$ cat src/source/host_tester_pkg.sv
// Widths, APB register map and internal structs of the host tester node
// Message width is fixed here because the APB register layout is built around it
package host_tester_pkg;

    // Channel message width
    localparam int MSG_WIDTH = 64;
    // Source count and per-test message counters
    localparam int COUNT_WIDTH = 31;

    // APB port widths
    localparam int APB_ADDR_WIDTH = 8;
    localparam int APB_DATA_WIDTH = 32;

    // Count field of a REG_CTRL write sits above the 2-bit mode
    localparam int CMD_COUNT_WIDTH = APB_DATA_WIDTH - 2;

    // Test modes, encoded as in REG_CTRL bits 1:0
    typedef enum logic [1:0]
    {
        MODE_NORMAL   = 2'd0,
        MODE_SINK     = 2'd1,
        MODE_SOURCE   = 2'd2,
        MODE_LOOPBACK = 2'd3
    }
    tester_mode_e;

    // Register byte offsets
    typedef enum logic [APB_ADDR_WIDTH-1:0]
    {
        REG_CTRL     = 8'h00,
        REG_STATUS   = 8'h04,
        REG_TX_COUNT = 8'h08,
        REG_RX_COUNT = 8'h0C
    }
    csr_reg_e;

    // One-cycle test request from the decoder
    typedef struct packed
    {
        logic                       start;
        tester_mode_e               mode;
        logic [CMD_COUNT_WIDTH-1:0] count;
    }
    tester_cmd_t;

    // Per-cycle activity seen by the router
    typedef struct packed
    {
        tester_mode_e mode;
        logic         host_rx_fire;
        logic         host_tx_fire;
        logic         done;
    }
    route_event_t;

    // Status block returned on APB reads
    typedef struct packed
    {
        tester_mode_e           mode;
        logic                   done;
        logic [COUNT_WIDTH-1:0] tx_count;
        logic [COUNT_WIDTH-1:0] rx_count;
    }
    tester_status_t;

endpackage

$ cat src/source/host_tester_csr.sv
// APB slave with one wait state on every access
// REG_CTRL is write-only; a write with mode 0 is accepted and ignored
module host_tester_csr
(
    input  logic                                       clk,
    input  logic                                       resetb,

    // APB slave port
    input  logic [host_tester_pkg::APB_ADDR_WIDTH-1:0] paddr,
    input  logic                                       psel,
    input  logic                                       penable,
    input  logic                                       pwrite,
    input  logic [host_tester_pkg::APB_DATA_WIDTH-1:0] pwdata,
    output logic [host_tester_pkg::APB_DATA_WIDTH-1:0] prdata,
    output logic                                       pready,
    output logic                                       pslverr,

    // Test command to the router
    output host_tester_pkg::tester_cmd_t               cmd,
    // Status from the recorder
    input  host_tester_pkg::tester_status_t            status
);
    import host_tester_pkg::*;

    logic                       access;
    csr_reg_e                   offset;
    tester_mode_e               wr_mode;
    logic [APB_DATA_WIDTH-1:0]  rd_data;
    logic                       rd_err;
    logic                       wr_err;

    logic                       start_q;
    tester_mode_e               mode_q;
    logic [CMD_COUNT_WIDTH-1:0] count_q;

    // Access cycle is the setup-complete cycle before pready rises
    assign access = psel && penable && !pready;
    assign offset = csr_reg_e'(paddr);
    assign wr_mode = tester_mode_e'(pwdata[1:0]);

    // Offset decode and read mux
    always_comb
    begin
        rd_data = '0;
        rd_err = 1'b0;
        // Only REG_CTRL is writable
        wr_err = 1'b1;
        case (offset)
            REG_CTRL:
            begin
                rd_err = 1'b1;
                wr_err = 1'b0;
            end
            REG_STATUS:
            begin
                rd_data = APB_DATA_WIDTH'({status.done, status.mode});
            end
            REG_TX_COUNT:
            begin
                rd_data = APB_DATA_WIDTH'(status.tx_count);
            end
            REG_RX_COUNT:
            begin
                rd_data = APB_DATA_WIDTH'(status.rx_count);
            end
            default:
            begin
                // Unmapped offset
                rd_err = 1'b1;
            end
        endcase
    end

    // Handshake and start pulse
    always_ff @(posedge clk)
    begin
        if (!resetb)
        begin
            pready <= 1'b0;
            pslverr <= 1'b0;
            start_q <= 1'b0;
        end
        else
        begin
            pready <= access;
            pslverr <= access && (pwrite ? wr_err : rd_err);
            // Mode 0 writes do not start anything
            start_q <= access && pwrite && (offset == REG_CTRL) && (wr_mode != MODE_NORMAL);
        end
    end

    // Read data and command payload, captured in the access cycle
    always_ff @(posedge clk)
    begin
        if (access)
        begin
            prdata <= pwrite ? '0 : rd_data;
            mode_q <= wr_mode;
            count_q <= pwdata[APB_DATA_WIDTH-1:2];
        end
    end

    // Start is valid in the pready cycle
    assign cmd = '{start: start_q, mode: mode_q, count: count_q};

endmodule

$ cat src/source/host_tester_route.sv
// Channel router: passthrough in normal mode, sink, source or loopback in test modes
// A start during a running test restarts it; a source count of 0 runs as 1
module host_tester_route
(
    input  logic                                  clk,
    input  logic                                  resetb,

    // Test command from the decoder
    input  host_tester_pkg::tester_cmd_t          cmd,

    // Channel toward the client
    output logic [host_tester_pkg::MSG_WIDTH-1:0] client_rx_data,
    output logic                                  client_rx_rdy,
    input  logic                                  client_rx_enable,

    // Channel from the client
    input  logic [host_tester_pkg::MSG_WIDTH-1:0] client_tx_data,
    output logic                                  client_tx_rdy,
    input  logic                                  client_tx_enable,

    // Host side of the rx channel
    input  logic [host_tester_pkg::MSG_WIDTH-1:0] host_rx_data,
    input  logic                                  host_rx_rdy,
    output logic                                  host_rx_enable,

    // Host side of the tx channel
    output logic [host_tester_pkg::MSG_WIDTH-1:0] host_tx_data,
    input  logic                                  host_tx_rdy,
    output logic                                  host_tx_enable,

    // Activity toward the recorder
    output host_tester_pkg::route_event_t         evt
);
    import host_tester_pkg::*;

    tester_mode_e           mode;
    logic [COUNT_WIDTH-1:0] load_count;
    logic [COUNT_WIDTH-1:0] src_count;
    logic [COUNT_WIDTH-1:0] sink_count;
    logic [COUNT_WIDTH-1:0] sink_total;
    logic                   src_last;
    logic                   test_done;

    // Zero count still sends one message
    assign load_count = (cmd.count == '0) ? COUNT_WIDTH'(1) : COUNT_WIDTH'(cmd.count);
    assign src_last = (src_count == COUNT_WIDTH'(1));
    // Accepted count including the message in flight
    assign sink_total = sink_count + COUNT_WIDTH'(1);

    // Data toward the client is a don't care outside normal mode
    assign client_rx_data = host_rx_data;

    always_comb
    begin
        // Client is cut off in every test mode
        client_rx_rdy = 1'b0;
        client_tx_rdy = 1'b0;
        host_rx_enable = client_rx_enable;
        host_tx_data = client_tx_data;
        host_tx_enable = client_tx_enable;
        test_done = 1'b0;

        case (mode)
            MODE_SINK:
            begin
                // Hold off host rx until the completion message could go out
                host_rx_enable = host_rx_rdy && host_tx_rdy;
                test_done = host_rx_enable && host_rx_data[0];
                host_tx_data = MSG_WIDTH'({sink_total, 1'b1});
                // Only the completion message
                host_tx_enable = test_done;
            end
            MODE_SOURCE:
            begin
                // Drain whatever the host sends
                host_rx_enable = host_rx_rdy;
                host_tx_data = MSG_WIDTH'({src_count, src_last});
                host_tx_enable = host_tx_rdy;
                test_done = host_tx_rdy && src_last;
            end
            MODE_LOOPBACK:
            begin
                // Accept only what can be echoed in the same cycle
                host_rx_enable = host_rx_rdy && host_tx_rdy;
                host_tx_data = host_rx_data;
                host_tx_enable = host_rx_enable;
                test_done = host_rx_enable && host_rx_data[0];
            end
            default:
            begin
                client_rx_rdy = host_rx_rdy;
                client_tx_rdy = host_tx_rdy;
            end
        endcase
    end

    // Mode register
    always_ff @(posedge clk)
    begin
        if (!resetb)
        begin
            mode <= MODE_NORMAL;
        end
        else if (cmd.start)
        begin
            mode <= cmd.mode;
        end
        else if (test_done)
        begin
            // Back to passthrough after the last message
            mode <= MODE_NORMAL;
        end
    end

    // Source down-counter and sink acceptance counter, set up by each start
    always_ff @(posedge clk)
    begin
        if (cmd.start)
        begin
            src_count <= load_count;
            sink_count <= '0;
        end
        else
        begin
            if ((mode == MODE_SOURCE) && host_tx_rdy)
            begin
                src_count <= src_count - COUNT_WIDTH'(1);
            end
            if ((mode == MODE_SINK) && host_rx_enable)
            begin
                sink_count <= sink_total;
            end
        end
    end

    // Source mode drains rx without counting it
    assign evt.mode = mode;
    assign evt.host_rx_fire = host_rx_rdy && host_rx_enable && (mode != MODE_SOURCE);
    assign evt.host_tx_fire = host_tx_rdy && host_tx_enable;
    assign evt.done = test_done;

endmodule

$ cat src/source/host_tester_status.sv
// Test status recorder; a new test is seen as a change to a non-normal mode
// A restart in the same mode keeps adding to the running counts
module host_tester_status
(
    input  logic                            clk,
    input  logic                            resetb,

    // Activity from the router
    input  host_tester_pkg::route_event_t   evt,

    // Status block toward the decoder
    output host_tester_pkg::tester_status_t status
);
    import host_tester_pkg::*;

    tester_mode_e           mode_q;
    logic                   done_q;
    logic [COUNT_WIDTH-1:0] tx_count;
    logic [COUNT_WIDTH-1:0] rx_count;
    logic                   new_test;

    // First event cycle of a test mode
    assign new_test = (evt.mode != MODE_NORMAL) && (evt.mode != mode_q);

    always_ff @(posedge clk)
    begin
        if (!resetb)
        begin
            mode_q <= MODE_NORMAL;
            done_q <= 1'b0;
            tx_count <= '0;
            rx_count <= '0;
        end
        else
        begin
            mode_q <= evt.mode;
            if (new_test)
            begin
                // Restart the counts, keeping this cycle's transfers
                done_q <= evt.done;
                tx_count <= COUNT_WIDTH'(evt.host_tx_fire);
                rx_count <= COUNT_WIDTH'(evt.host_rx_fire);
            end
            else if (evt.mode != MODE_NORMAL)
            begin
                // Sticky until the next test
                done_q <= done_q || evt.done;
                tx_count <= tx_count + COUNT_WIDTH'(evt.host_tx_fire);
                rx_count <= rx_count + COUNT_WIDTH'(evt.host_rx_fire);
            end
        end
    end

    // Normal mode leaves the last totals in place
    assign status = '{
        mode:     mode_q,
        done:     done_q,
        tx_count: tx_count,
        rx_count: rx_count
    };

endmodule

$ cat src/source/host_tester_top.sv
// Host tester node between a message driver and its client
// Reset leaves it in normal passthrough mode
module host_tester_top
(
    input  logic                                       clk,
    input  logic                                       resetb,

    // APB control port
    input  logic [host_tester_pkg::APB_ADDR_WIDTH-1:0] paddr,
    input  logic                                       psel,
    input  logic                                       penable,
    input  logic                                       pwrite,
    input  logic [host_tester_pkg::APB_DATA_WIDTH-1:0] pwdata,
    output logic [host_tester_pkg::APB_DATA_WIDTH-1:0] prdata,
    output logic                                       pready,
    output logic                                       pslverr,

    // Client side
    output logic [host_tester_pkg::MSG_WIDTH-1:0]      client_rx_data,
    output logic                                       client_rx_rdy,
    input  logic                                       client_rx_enable,
    input  logic [host_tester_pkg::MSG_WIDTH-1:0]      client_tx_data,
    output logic                                       client_tx_rdy,
    input  logic                                       client_tx_enable,

    // Host side
    input  logic [host_tester_pkg::MSG_WIDTH-1:0]      host_rx_data,
    input  logic                                       host_rx_rdy,
    output logic                                       host_rx_enable,
    output logic [host_tester_pkg::MSG_WIDTH-1:0]      host_tx_data,
    input  logic                                       host_tx_rdy,
    output logic                                       host_tx_enable
);
    import host_tester_pkg::*;

    tester_cmd_t    cmd;
    route_event_t   evt;
    tester_status_t status;

    // Register decode
    host_tester_csr host_tester_csr_i
    (
        .clk     (clk),
        .resetb  (resetb),
        .paddr   (paddr),
        .psel    (psel),
        .penable (penable),
        .pwrite  (pwrite),
        .pwdata  (pwdata),
        .prdata  (prdata),
        .pready  (pready),
        .pslverr (pslverr),
        .cmd     (cmd),
        .status  (status)
    );

    // Channel routing per mode
    host_tester_route host_tester_route_i
    (
        .clk              (clk),
        .resetb           (resetb),
        .cmd              (cmd),
        .client_rx_data   (client_rx_data),
        .client_rx_rdy    (client_rx_rdy),
        .client_rx_enable (client_rx_enable),
        .client_tx_data   (client_tx_data),
        .client_tx_rdy    (client_tx_rdy),
        .client_tx_enable (client_tx_enable),
        .host_rx_data     (host_rx_data),
        .host_rx_rdy      (host_rx_rdy),
        .host_rx_enable   (host_rx_enable),
        .host_tx_data     (host_tx_data),
        .host_tx_rdy      (host_tx_rdy),
        .host_tx_enable   (host_tx_enable),
        .evt              (evt)
    );

    // Per-test results
    host_tester_status host_tester_status_i
    (
        .clk    (clk),
        .resetb (resetb),
        .evt    (evt),
        .status (status)
    );

endmodule

$ cat config.mk
export PLATFORM = sky130hd
export DESIGN_NAME = host_tester_top
export DESIGN_NICKNAME = d
export VERILOG_FILES = /design/src/source/host_tester_pkg.sv /design/src/source/host_tester_csr.sv /design/src/source/host_tester_route.sv /design/src/source/host_tester_status.sv /design/src/source/host_tester_top.sv
export SDC_FILE = /design/constraint.sdc
export NUM_CORES = 1
export LEC_CHECK = 0
export BUFFER_PORTS_ARGS = -buffer_cell sky130_fd_sc_hd__buf_4
export CORE_AREA = 2 2 144 146
export DETAILED_ROUTE_END_ITERATION = 6
export DIE_AREA = 0 0 146 148
export PLACE_DENSITY_LB_ADDON = 0.25
export SLEW_MARGIN = 0
export SYNTH_ARGS = -nofsm -noshare
export SYNTH_HDL_FRONTEND = slang
export SYNTH_SLANG_ARGS = --single-unit
export TNS_END_PERCENT = 50
$ cat constraint.sdc
create_clock -name clk -period 7.13 [get_ports clk]
set_clock_uncertainty 0.2 [all_clocks]
set_input_delay 0.713 -clock clk [delete_from_list [all_inputs] [get_ports clk]]
set_output_delay 0.713 -clock clk [all_outputs]
set_load 0.01 [all_outputs]
==> results of run 1 <==
-- worst max-delay path, stage by stage, from the launching register on --
cell	delay, ns
dfxtp_1	0.49
nand3_1	0.17
nor4_1	0.93
nand2_1	0.16
xnor2_1	0.22
mux4_2	0.50
buf_4	0.16
-- kinds of logic after synthesis --
family,synth area share (%)
xor gates and xnor gates,10.54
other,0.03393
AOI/OAI and AO/OA,9.339
adders and majority gates,0.7924
and+or+nand+nor,21.71
DFF,43.83
muxes,6.237
buffers and inverters,7.516
-- cell usage in the layout, fill, tap and decap left out, types with 3 or more instances in the layout --
| cell | n |
|---|---|
| buf_4 | 349 |
| nor2_1 | 149 |
| dfxtp_1 | 98 |
| edfxtp_1 | 94 |
| nand2_1 | 89 |
| xor2_1 | 68 |
| xnor2_1 | 65 |
| o21ai_0 | 43 |
| nand4_1 | 41 |
| nand3_1 | 40 |
| nor3_1 | 38 |
| a22oi_1 | 34 |
| a22o_1 | 33 |
| mux4_2 | 27 |
| nor4_1 | 23 |
| and3_1 | 19 |
| a21oi_1 | 18 |
| or3_1 | 18 |
| clkbuf_16 | 17 |
| inv_1 | 13 |
| and4_1 | 11 |
| and2_1 | 8 |
| mux2i_1 | 7 |
| ha_1 | 7 |
| nand2b_1 | 6 |
| diode_2 | 5 |
| nor2b_1 | 4 |
| o22ai_1 | 4 |
| nor4_2 | 4 |
| nor2_4 | 3 |
| a211oi_1 | 3 |
| o31ai_1 | 3 |
| inv_6 | 3 |
| inv_8 | 3 |
| dfxtp_2 | 3 |
-- per-stage QoR --
| stage | worst slack, ns | instance area [um^2] | hold slack, ns | utilization, % | total power, mW |
|---|---|---|---|---|---|
| floorplan | 2.757 | 11050 | 0.2516 | - | 1.313 |
| global placement | 3.377 | 13250 | 0.2679 | 66.13 | 1.457 |
| detailed placement | 3.216 | 13250 | 0.2664 | 66.13 | 1.459 |
| CTS | 3.187 | 13830 | 0.2243 | 69.01 | 2.398 |
| global route | 2.842 | 13840 | 0.2247 | 69.07 | 2.453 |
| finish | 3.139 | 13840 | 0.2329 | 69.07 | 2.388 |
-- layout make-up --
| class | instances | area [um^2] | share of cell area [%] |
|---|---|---|---|
| Antenna cell | 5 | 12.51 | 0.09040 |
| Clock buffer | 18 | 429.2 | 3.101 |
| Clock inverter | 14 | 147.6 | 1.067 |
| Inverter | 14 | 52.55 | 0.3797 |
| Multi-Input combinational cell | 799 | 5393 | 38.96 |
| Sequential cell | 195 | 4848 | 35.03 |
| Tap cell | 270 | 337.8 | 2.441 |
| Timing Repair Buffer | 349 | 2620 | 18.93 |
-- power breakdown --
part | leakage [nW] | switching (mW) | internal [mW]
logic | 3.31 | 0.102 | 0.138
clock network | 0.284 | 0.460 | 0.495
registers | 1.60 | 0.00772 | 1.19
-- flip-flops by register name, indices dropped and copies added, names as in the netlist --
| name | cells |
|---|---|
| host_tester_csr_i.count_q | 30 |
| host_tester_csr_i.mode_q | 2 |
| host_tester_csr_i.prdata | 31 |
| host_tester_csr_i.pready | 1 |
| host_tester_csr_i.pslverr | 1 |
| host_tester_csr_i.start_q | 1 |
| host_tester_route_i.mode | 2 |
| host_tester_route_i.sink_count | 31 |
| host_tester_route_i.src_count | 31 |
| host_tester_status_i.done_q | 1 |
| host_tester_status_i.mode_q | 2 |
| host_tester_status_i.rx_count | 31 |
| host_tester_status_i.tx_count | 31 |
-- layer usage --
| layer | wire length, um | GRT usage, % | vias to the layer above |
|---|---|---|---|
| li1 | - | - | 4523 |
| met2 | 16540 | 51.53 | 496 |
| met3 | 2550 | 5.000 | 57 |
| met5 | 0 | 0 | - |
| met1 | 13200 | 38.80 | 4712 |
| met4 | 1004 | 11.12 | 0 |
-- path summary, 6_finish.rpt --
path,from,endpoint,slack [ns],depth (start not counted)
max,host_tester_route_i.sink_count[7],host_tx_data[16],3.14,6
min,pwdata[23],host_tester_csr_i.count_q[21],0.23,1
max reg2reg,host_tester_route_i.mode[1],host_tester_status_i.rx_count[27],3.19,9
min reg2reg,host_tester_csr_i.mode_q[1],host_tester_route_i.mode[1],0.28,2
==> results by group, run 1 <==
Run status
  – Status: complete, no violations

Synthesis
  – Main area contributors after synthesis: edfxtp_1 26%, dfxtp_1 18%, mux4_2 5.5%, xor2_1 5.4%, xnor2_1 5.2%
  – Ys async rst share: 0%
  – Synthesized flop and latch total: 195
  – Number of synthesized flops with an enable pin: 94
  – Synth unique cells: 61
  – Syn_nets: 1,326
  – Yosys warnings: 0
  – Commonest cells in the netlist: 151 x nor2_1, 101 x dfxtp_1, 94 x edfxtp_1
  – Post-synthesis cell count: 1,142
  – Area leader, netlist: edfxtp_1
  – Register area share after synthesis: 43.83%
  – Top cell type's share of synthesized area: 25.54%
  – Most frequent cell after synthesis: nor2_1
  – Prevailing post-synth register cell: dfxtp_1
  – Avg Synthesized Cell Area: 9.679 um^2
  – Mapped Area: 11,050 um^2

Final layout
  – Area Growth Syn to Fin: 25.22%
  – Final #Nets: 1,560
  – Fin cells: 1,664
  – Fillers: 1,622
  – Share of cells above drive strength 1: 31.10%

Flow run
  – Max-Cap Viols: 0

Setup path
  – Critical path endpoint category: primary output
  – Worst-path fanout max: 8
  – Critical path class: reg -> out
  – CP arrival: 3.08 ns
  – Startpoint Class: flip-flop
  – Critical Path RT: 6.22 ns

Floorplan
  – Die Span Y: 148 um
  – Horiz. Die Dim: 146 um
  – Initial Util: 55.16%
  – Row count: 52
  – I/O Pins: 343
  – Placeable Area: 20,040 um^2
  – Die area: 21,610 um^2

Detailed routing
  – Routed wire length: 33,300 um
  – Post-DR vias/cell: 5.882
  – DR vias: 9,788
  – DRT iter0 DRCs: 881
  – Antenna Nets Post-Route: 0
  – Residual DRC: 0
  – Avg WL per Cell: 20.01 um
  – DRT Pass-1 Iters: 5

Timing
  – Fmax: 250.6 MHz
  – Final min period: 3.991 ns
  – Fin. Hold Viols: 0
  – Fin Setup TNS: 0 ns
  – Fin crit share: 55.97%
  – Worst Tran Pin Value: 1.135 ns
  – Final Max Tran Viols: 0
  – Final setup vio count: 0
  – Slew HR: 24.30%
  – RSZ-0062 raised after global routing: no

Hold path
  – Hold Crit Class: in -> reg

Pwr
  – Pwr Density: 172.6 nW/um^2
  – LEAKAGE: 5.194 nW
  – Worst VDD drop: 0.1227 mV

Placed design
  – Hpwl dp: 24,850 um
  – Gp weighted congestion: 0.9654
  – Placed cells: 1,627
  – Buffers on Ports: 341

Global route
  – All-Layer GR Usage: 30.14%
  – Vias in the first global route: 9,275
  – Initial antenna violation count: 5
  – First-pass GRT wire length: 50,520 um
  – GR Overflow Total: 0
  – Largest net degree at the start of global routing: 97

Clocking
  – Clk_lat worst skew: 0.45 ns
  – Post_cts resized: 0
  – Clock Sinks: 195
  – Clk pin slew, worst setup/hold paths: 0.08 ns
  – Post-CTS Hold Buffers: 0
  – Root buf cell: clkbuf_16
  – Post CTS Setup Buffer Count: 0
  – H-tree depth: 4
  – Num CTS Buffers: 17
  – Clock Path Buffers: 2
  – CTS tree: done
No activity file was read; power rests on OpenSTA's default activity.
==> run 2, diff against run 1 <==
- ABC_AREA: default -> 1
- CORE_AREA: 2 2 144 146 -> 2 2 155 157
- DIE_AREA: 0 0 146 148 -> 0 0 157 159
- clock period: 7.13 -> 3.8 ns (I/O delays scaled with it)
==> run 2 against run 1 <==
Effect of this change: clock-buffer cell count grew 1; sequential power grew 91%; design area grew 11%; via count grew 29%; synthesized cell count grew 50%; wire length grew 18%; core utilization shrank 2.6 points; clock power grew 87%; critical path type unchanged; largest cell class unchanged; largest power group unchanged.
==> results by group, run 2 <==
Timing
  – Fin. Hold Viols: 0
  – RSZ-0062 raised after global routing: no
  – Slew HR: 34.60%
  – Fin Setup TNS: 0 ns
  – Fin crit share: 80.93%
  – Worst Setup Slack, final: 0.7247 ns
  – Final min period: 3.075 ns
  – Fmax: 325.2 MHz
  – Final setup vio count: 0
  – Worst Tran Pin Value: 0.9811 ns
  – Final Max Tran Viols: 0

Final layout
  – Fin cells: 2,333
  – Final #Nets: 2,184
  – Commonest non-fill, non-tap cell in the layout: nand2_1
  – Most frequent cells in the layout: 506 x nand2_1, 352 x buf_4, 193 x nor2_1
  – Area Growth Syn to Fin: 26.09%
  – Share of cells above drive strength 1: 22.60%

Clocking
  – Num CTS Buffers: 17
  – Clock Path Buffers: 2
  – Root buf cell: clkbuf_16
  – Post CTS Setup Buffer Count: 0
  – Clock Sinks: 195
  – H-tree depth: 4
  – CTS tree: done
  – Clk_lat worst skew: 0.45 ns
  – Clk pin slew, worst setup/hold paths: 0.07 ns

Floorplan
  – Die area: 24,960 um^2
  – Horiz. Die Dim: 157 um
  – I/O Pins: 343
  – Die Span Y: 159 um
  – Placeable Area: 23,190 um^2
  – Initial Util: 52.71%
  – Row count: 56

Hold path
  – WHS Path Cells: 4
  – Hold Crit Class: in -> reg

Pwr
  – Worst VDD drop: 0.2741 mV
  – Power consumption: 4.582 mW
  – Pwr Density: 297.3 nW/um^2
  – LEAKAGE: 6.311 nW

Setup path
  – Critical path endpoint category: primary output
  – Worst r2r path cells: 11
  – CP arrival: 2.50 ns
  – Worst-path fanout max: 82
  – Critical path class: reg -> out
  – Startpoint Class: flip-flop
  – Critical Path RT: 3.22 ns

Detailed routing
  – DR vias: 12,620
  – DRT iter0 DRCs: 1,072
  – Antenna Nets Post-Route: 0
  – Routed wire length: 39,230 um
  – Post-DR vias/cell: 5.410
  – Avg WL per Cell: 16.81 um
  – Residual DRC: 0
  – DRT Pass-1 Iters: 6

Global route
  – GR peak layer: met2
  – Met3 Usage GRT: 4.927%
  – All-Layer GR Usage: 30.99%
  – Largest net degree at the start of global routing: 83
  – Initial antenna violation count: 1
  – Met2 GRT Util: 53.19%
  – First-pass GRT wire length: 61,400 um
  – GR Overflow Total: 0
  – Vias in the first global route: 11,970
  – M1 GR Usage: 38.64%

Placed design
  – Hpwl dp: 29,600 um
  – Placed cells: 2,267
  – Gp weighted congestion: 0.9543
  – Buffers on Ports: 341
  – Pre-CTS WS: 0.8431 ns

Synthesis
  – Prevailing post-synth register cell: dfxtp_1
  – Most frequent cell after synthesis: nand2_1
  – Complex-gate fraction of the synthesized area: 11.78%
  – Mux contribution to synthesized area: 0%
  – Ys async rst share: 0%
  – Register area share after synthesis: 39.63%
  – Yosys warnings: 0
  – Synthesized flop and latch total: 195
  – Synth Area in XOR/XNOR: 1.863%
  – Commonest cells in the netlist: 506 x nand2_1, 195 x nor2_1, 165 x inv_1
  – Top cell type's share of synthesized area: 23.09%
  – Syn_nets: 1,901
  – Number of synthesized flops with an enable pin: 94
  – Main area contributors after synthesis: edfxtp_1 23%, dfxtp_1 17%, nand2_1 16%, nor2_1 6.0%, inv_1 5.1%
  – Post-synthesis cell count: 1,717
  – Area leader, netlist: edfxtp_1
  – Synth unique cells: 54
  – Post-synthesis adder-cell area fraction: 0.7165%
  – Largest family of logic cells by synthesized area: simple AND/OR/NAND/NOR gates
  – Avg Synthesized Cell Area: 7.120 um^2
  – Synth Area in Simple Gates: 34.28%
  – Mapped Area: 12,220 um^2

Flow run
  – Max-Cap Viols: 0

Run status
  – Status: complete, no violations
[run 2: changes by cell type after synthesis, sizes merged, moves of 17 or more]
| cell | previous run | this run |
|---|---|---|
| nand2 | 89 | 515 |
| inv | 13 | 175 |
| a21oi | 18 | 109 |
| nor2 | 152 | 217 |
| xnor2 | 65 | 5 |
| nand3 | 42 | 90 |
| xor2 | 68 | 21 |
| a22oi | 34 | 0 |
| o21ai | 45 | 74 |
| mux4 | 27 | 0 |
| clkbuf | 48 | 27 |
| nor4 | 29 | 9 |
| or3 | 18 | 0 |
| and3 | 20 | 3 |
[run 2: layer usage]
layer | share of wire [%] | wire length, um
met3 | 6.4 | 2501
met2 | 50 | 19480
met1 | 40 | 15820
met4 | 3.6 | 1428
met5 | 0 | 0
[run 2: area by class of cell]
class	count	area [um^2]
fillers	2047	7779
diodes	1	2.502
repair buffers	385	2973
inverters	177	664.4
clock buffers	19	452.9
multi-input cells	1224	5959
flip-flops and latches	195	4846
well taps	319	399.1
clock inverters	13	116.4
[run 2: critical path, cell delays in order, from the launching register on]
cell and delay, ns:
dfxtp_1 0.46, nor2_4 0.18, buf_4 0.72, nand2_1 0.20, o2111ai_1 0.18, buf_4 0.18
[run 2: final timing paths]
path                                                   startpoint                                 to  slack [ns]
worst min-delay path                                     paddr[2]          host_tester_csr_i.start_q        0.08
worst max-delay path                  host_tester_route_i.mode[0]                    host_tx_data[6]        0.72
worst max register to register        host_tester_route_i.mode[0]  host_tester_status_i.rx_count[24]        0.81
worst min register to register  host_tester_status_i.rx_count[16]  host_tester_status_i.rx_count[16]        0.28
[run 2: power breakdown]
group,internal (mW),total (mW),switching (mW)
clock,0.900,1.79,0.885
combinational,0.294,0.529,0.235
sequential,2.24,2.27,0.0302
total,3.43,4.58,1.15
[run 2: timing repair]
| item | 4_1_cts | 5_1_grt |
|---|---|---|
| endpoints found under the hold margin | 34 | 0 |
| resized for setup | 0 | 0 |
| endpoints found under the setup margin | 0 | 0 |
| hold buffers | 33 | 0 |
[run 2: cells by family (layout without fill, tap and decap cells)]
| group | count (synthesis) | after routing |
|---|---|---|
| flip-flops | 195 | 195 |
| adder cells (fa/ha/maj) | 7 | 7 |
| XOR/XNOR | 26 | 26 |
| AO/OA/AOI/OAI | 246 | 246 |
| buffers and inverters | 298 | 594 |
| AND/OR/NAND/NOR | 944 | 944 |
| other | 1 | 2 |
[run 2: through the flow]
step                utilization [%]  hold slack (ns)  instance area [um^2]
floorplan                         -           0.2203                 12230
global placement              62.57           0.2462                 14510
detailed placement            62.57           0.2611                 14510
CTS                           66.45          0.06330                 15410
global route                  66.46          0.09569                 15410
finish                        66.46          0.07927                 15410
==> run 3, diff against run 2 <==
- CORE_AREA: 2 2 155 157 -> 2 2 163 165
- DIE_AREA: 0 0 157 159 -> 0 0 165 167
- clock period: 3.8 -> 2.77 ns (I/O delays scaled with it)
==> run 3 against run 2 <==
Effect of this change: non-clock buffer count increased by 23; combinational power up 41%; final cell count is 1.6% higher; critical path depth is 6 higher; register-to-register slack got worse by 0.64 ns; highest routed layer unchanged; worst hold slack improved by 0.012 ns; flip-flop and latch count unchanged; core utilization down 5.0 points; power rose by 39%; global-route usage decreased by 2.0 points; critical endpoint is now host_tx_data[29]; clock power is 41% higher; first-iteration DRC count shrank 4.5%.
==> results by group, run 3 (synthesis results as in run 2) <==
Clocking
  – Clk pin slew, worst setup/hold paths: 0.08 ns
  – Root buf cell: clkbuf_16
  – Clock Sinks: 195
  – CTS tree: done
  – Clock Path Buffers: 2
  – H-tree depth: 4
  – Clk_lat worst skew: 0.45 ns
  – Num CTS Buffers: 17

Final layout
  – Finished Cell Area: 15,820 um^2
  – Commonest non-fill, non-tap cell in the layout: nand2_1
  – Share of cells above drive strength 1: 24.61%
  – Antenna diodes: 0
  – Final Core Density: 61.42%
  – Final #Nets: 2,207
  – Most frequent cells in the layout: 504 x nand2_1, 370 x buf_4, 188 x nor2_1
  – Fin cells: 2,371
  – Area Growth Syn to Fin: 29.44%

Floorplan
  – Die Span Y: 167 um
  – I/O Pins: 343
  – Initial Util: 47.45%
  – Row count: 59
  – Horiz. Die Dim: 165 um
  – Die area: 27,560 um^2
  – Placeable Area: 25,760 um^2

Timing
  – Fin. Hold Viols: 0
  – Fin crit share: 96.84%
  – Slew HR: 48.28%
  – Final Max Tran Viols: 0
  – RSZ-0062 raised after global routing: yes
  – Final min period: 2.682 ns
  – Worst Setup Slack, final: 0.08759 ns
  – Fmax: 372.8 MHz
  – Fin Setup TNS: 0 ns
  – Worst hold slack: 0.09086 ns
  – Final setup vio count: 0
  – Worst Tran Pin Value: 0.7749 ns

Detailed routing
  – Antenna Nets Post-Route: 0
  – Routed wire length: 40,690 um
  – DR vias: 12,680
  – DRT iter0 DRCs: 1,024
  – Residual DRC: 0
  – DRT Pass-1 Iters: 5
  – Post-DR vias/cell: 5.346
  – Avg WL per Cell: 17.16 um

Flow run
  – Max-Cap Viols: 0

Placed design
  – Gp weighted congestion: 0.9289
  – Pre-CTS WS: 0.02192 ns
  – Hpwl dp: 30,710 um
  – Placed cells: 2,297
  – DP Area: 14,650 um^2
  – Buffers on Ports: 341

Global route
  – All-Layer GR Usage: 28.95%
  – Vias in the first global route: 11,880
  – GR Overflow Total: 0
  – Initial antenna violation count: 0
  – Largest net degree at the start of global routing: 65
  – First-pass GRT wire length: 62,710 um

Setup path
  – Critical path endpoint category: primary output
  – CP arrival: 2.21 ns
  – Critical Path RT: 2.29 ns
  – Startpoint Class: flip-flop
  – Worst-path fanout max: 6
  – Critical path class: reg -> out

Pwr
  – LEAKAGE: 6.510 nW
  – Power consumption: 6.392 mW
  – Worst VDD drop: 0.3963 mV
  – Pwr Density: 404.0 nW/um^2

Run status
  – Status: complete, no violations

Hold path
  – Hold Crit Class: in -> reg
run 3: cell count changes in the layout (fill, tap and decap cells not counted), moves of 5 or more:
cell | before | now
buf_4 | 352 | 370
nor3_1 | 37 | 31
nor2_1 | 193 | 188
nor2_4 | 10 | 15
run 3: path summary, 6_finish.rpt:
check / slack, ns / to / start / cells past startpoint
worst max-delay path: 0.09 / host_tx_data[29] / host_tester_route_i.sink_count[0] / 11
worst min-delay path: 0.09 / host_tester_csr_i.pslverr / paddr[0] / 5
worst max register to register: 0.17 / host_tester_status_i.tx_count[16] / host_tester_route_i.mode[1] / 15
worst min register to register: 0.28 / host_tester_status_i.rx_count[16] / host_tester_status_i.rx_count[16] / 2
run 3: where the power goes:
| part | leakage (nW) | internal [mW] | switching (mW) |
|---|---|---|---|
| clock | 0.297 | 1.26 | 1.27 |
| sequential | 1.69 | 3.07 | 0.0436 |
| combinational | 4.52 | 0.414 | 0.332 |
| total | 6.51 | 4.75 | 1.64 |
run 3: critical path, cell delays in order (launching register included):
cell     delay (ns)
dfxtp_2        0.37
ha_4           0.14
nand2_1        0.05
inv_1          0.09
nand2_2        0.08
nor2_4         0.23
nand2_4        0.11
nor2_4         0.16
nand3_1        0.11
nand3_1        0.16
nand4_1        0.10
buf_4          0.16
run 3: layer usage:
layer	wire [um]	part of all wire [%]	up-vias	track usage, %
li1	-	-	6192	-
met1	16690	41	5949	37.32
met2	20310	50	467	49.58
met3	2400	5.9	68	3.263
met4	1295	3.2	0	10.85
met5	0	0	-	0
run 3: cell type report:
class | instances | area [um^2]
Fill cell | 2433 | 9941
Multi-Input combinational cell | 1224 | 6103
Sequential cell | 195 | 4851
Timing Repair Buffer | 408 | 3174
Inverter | 177 | 668.1
Clock buffer | 18 | 450.4
Tap cell | 335 | 419.2
Clock inverter | 14 | 156.4
run 3: repair_timing:
action                     CTS  global route
buffers inserted             0             7
pin swaps                    0             7
resized for setup            6            36
hold endpoints to repair    38             0
hold buffers                35             0
setup endpoints to repair    8            48
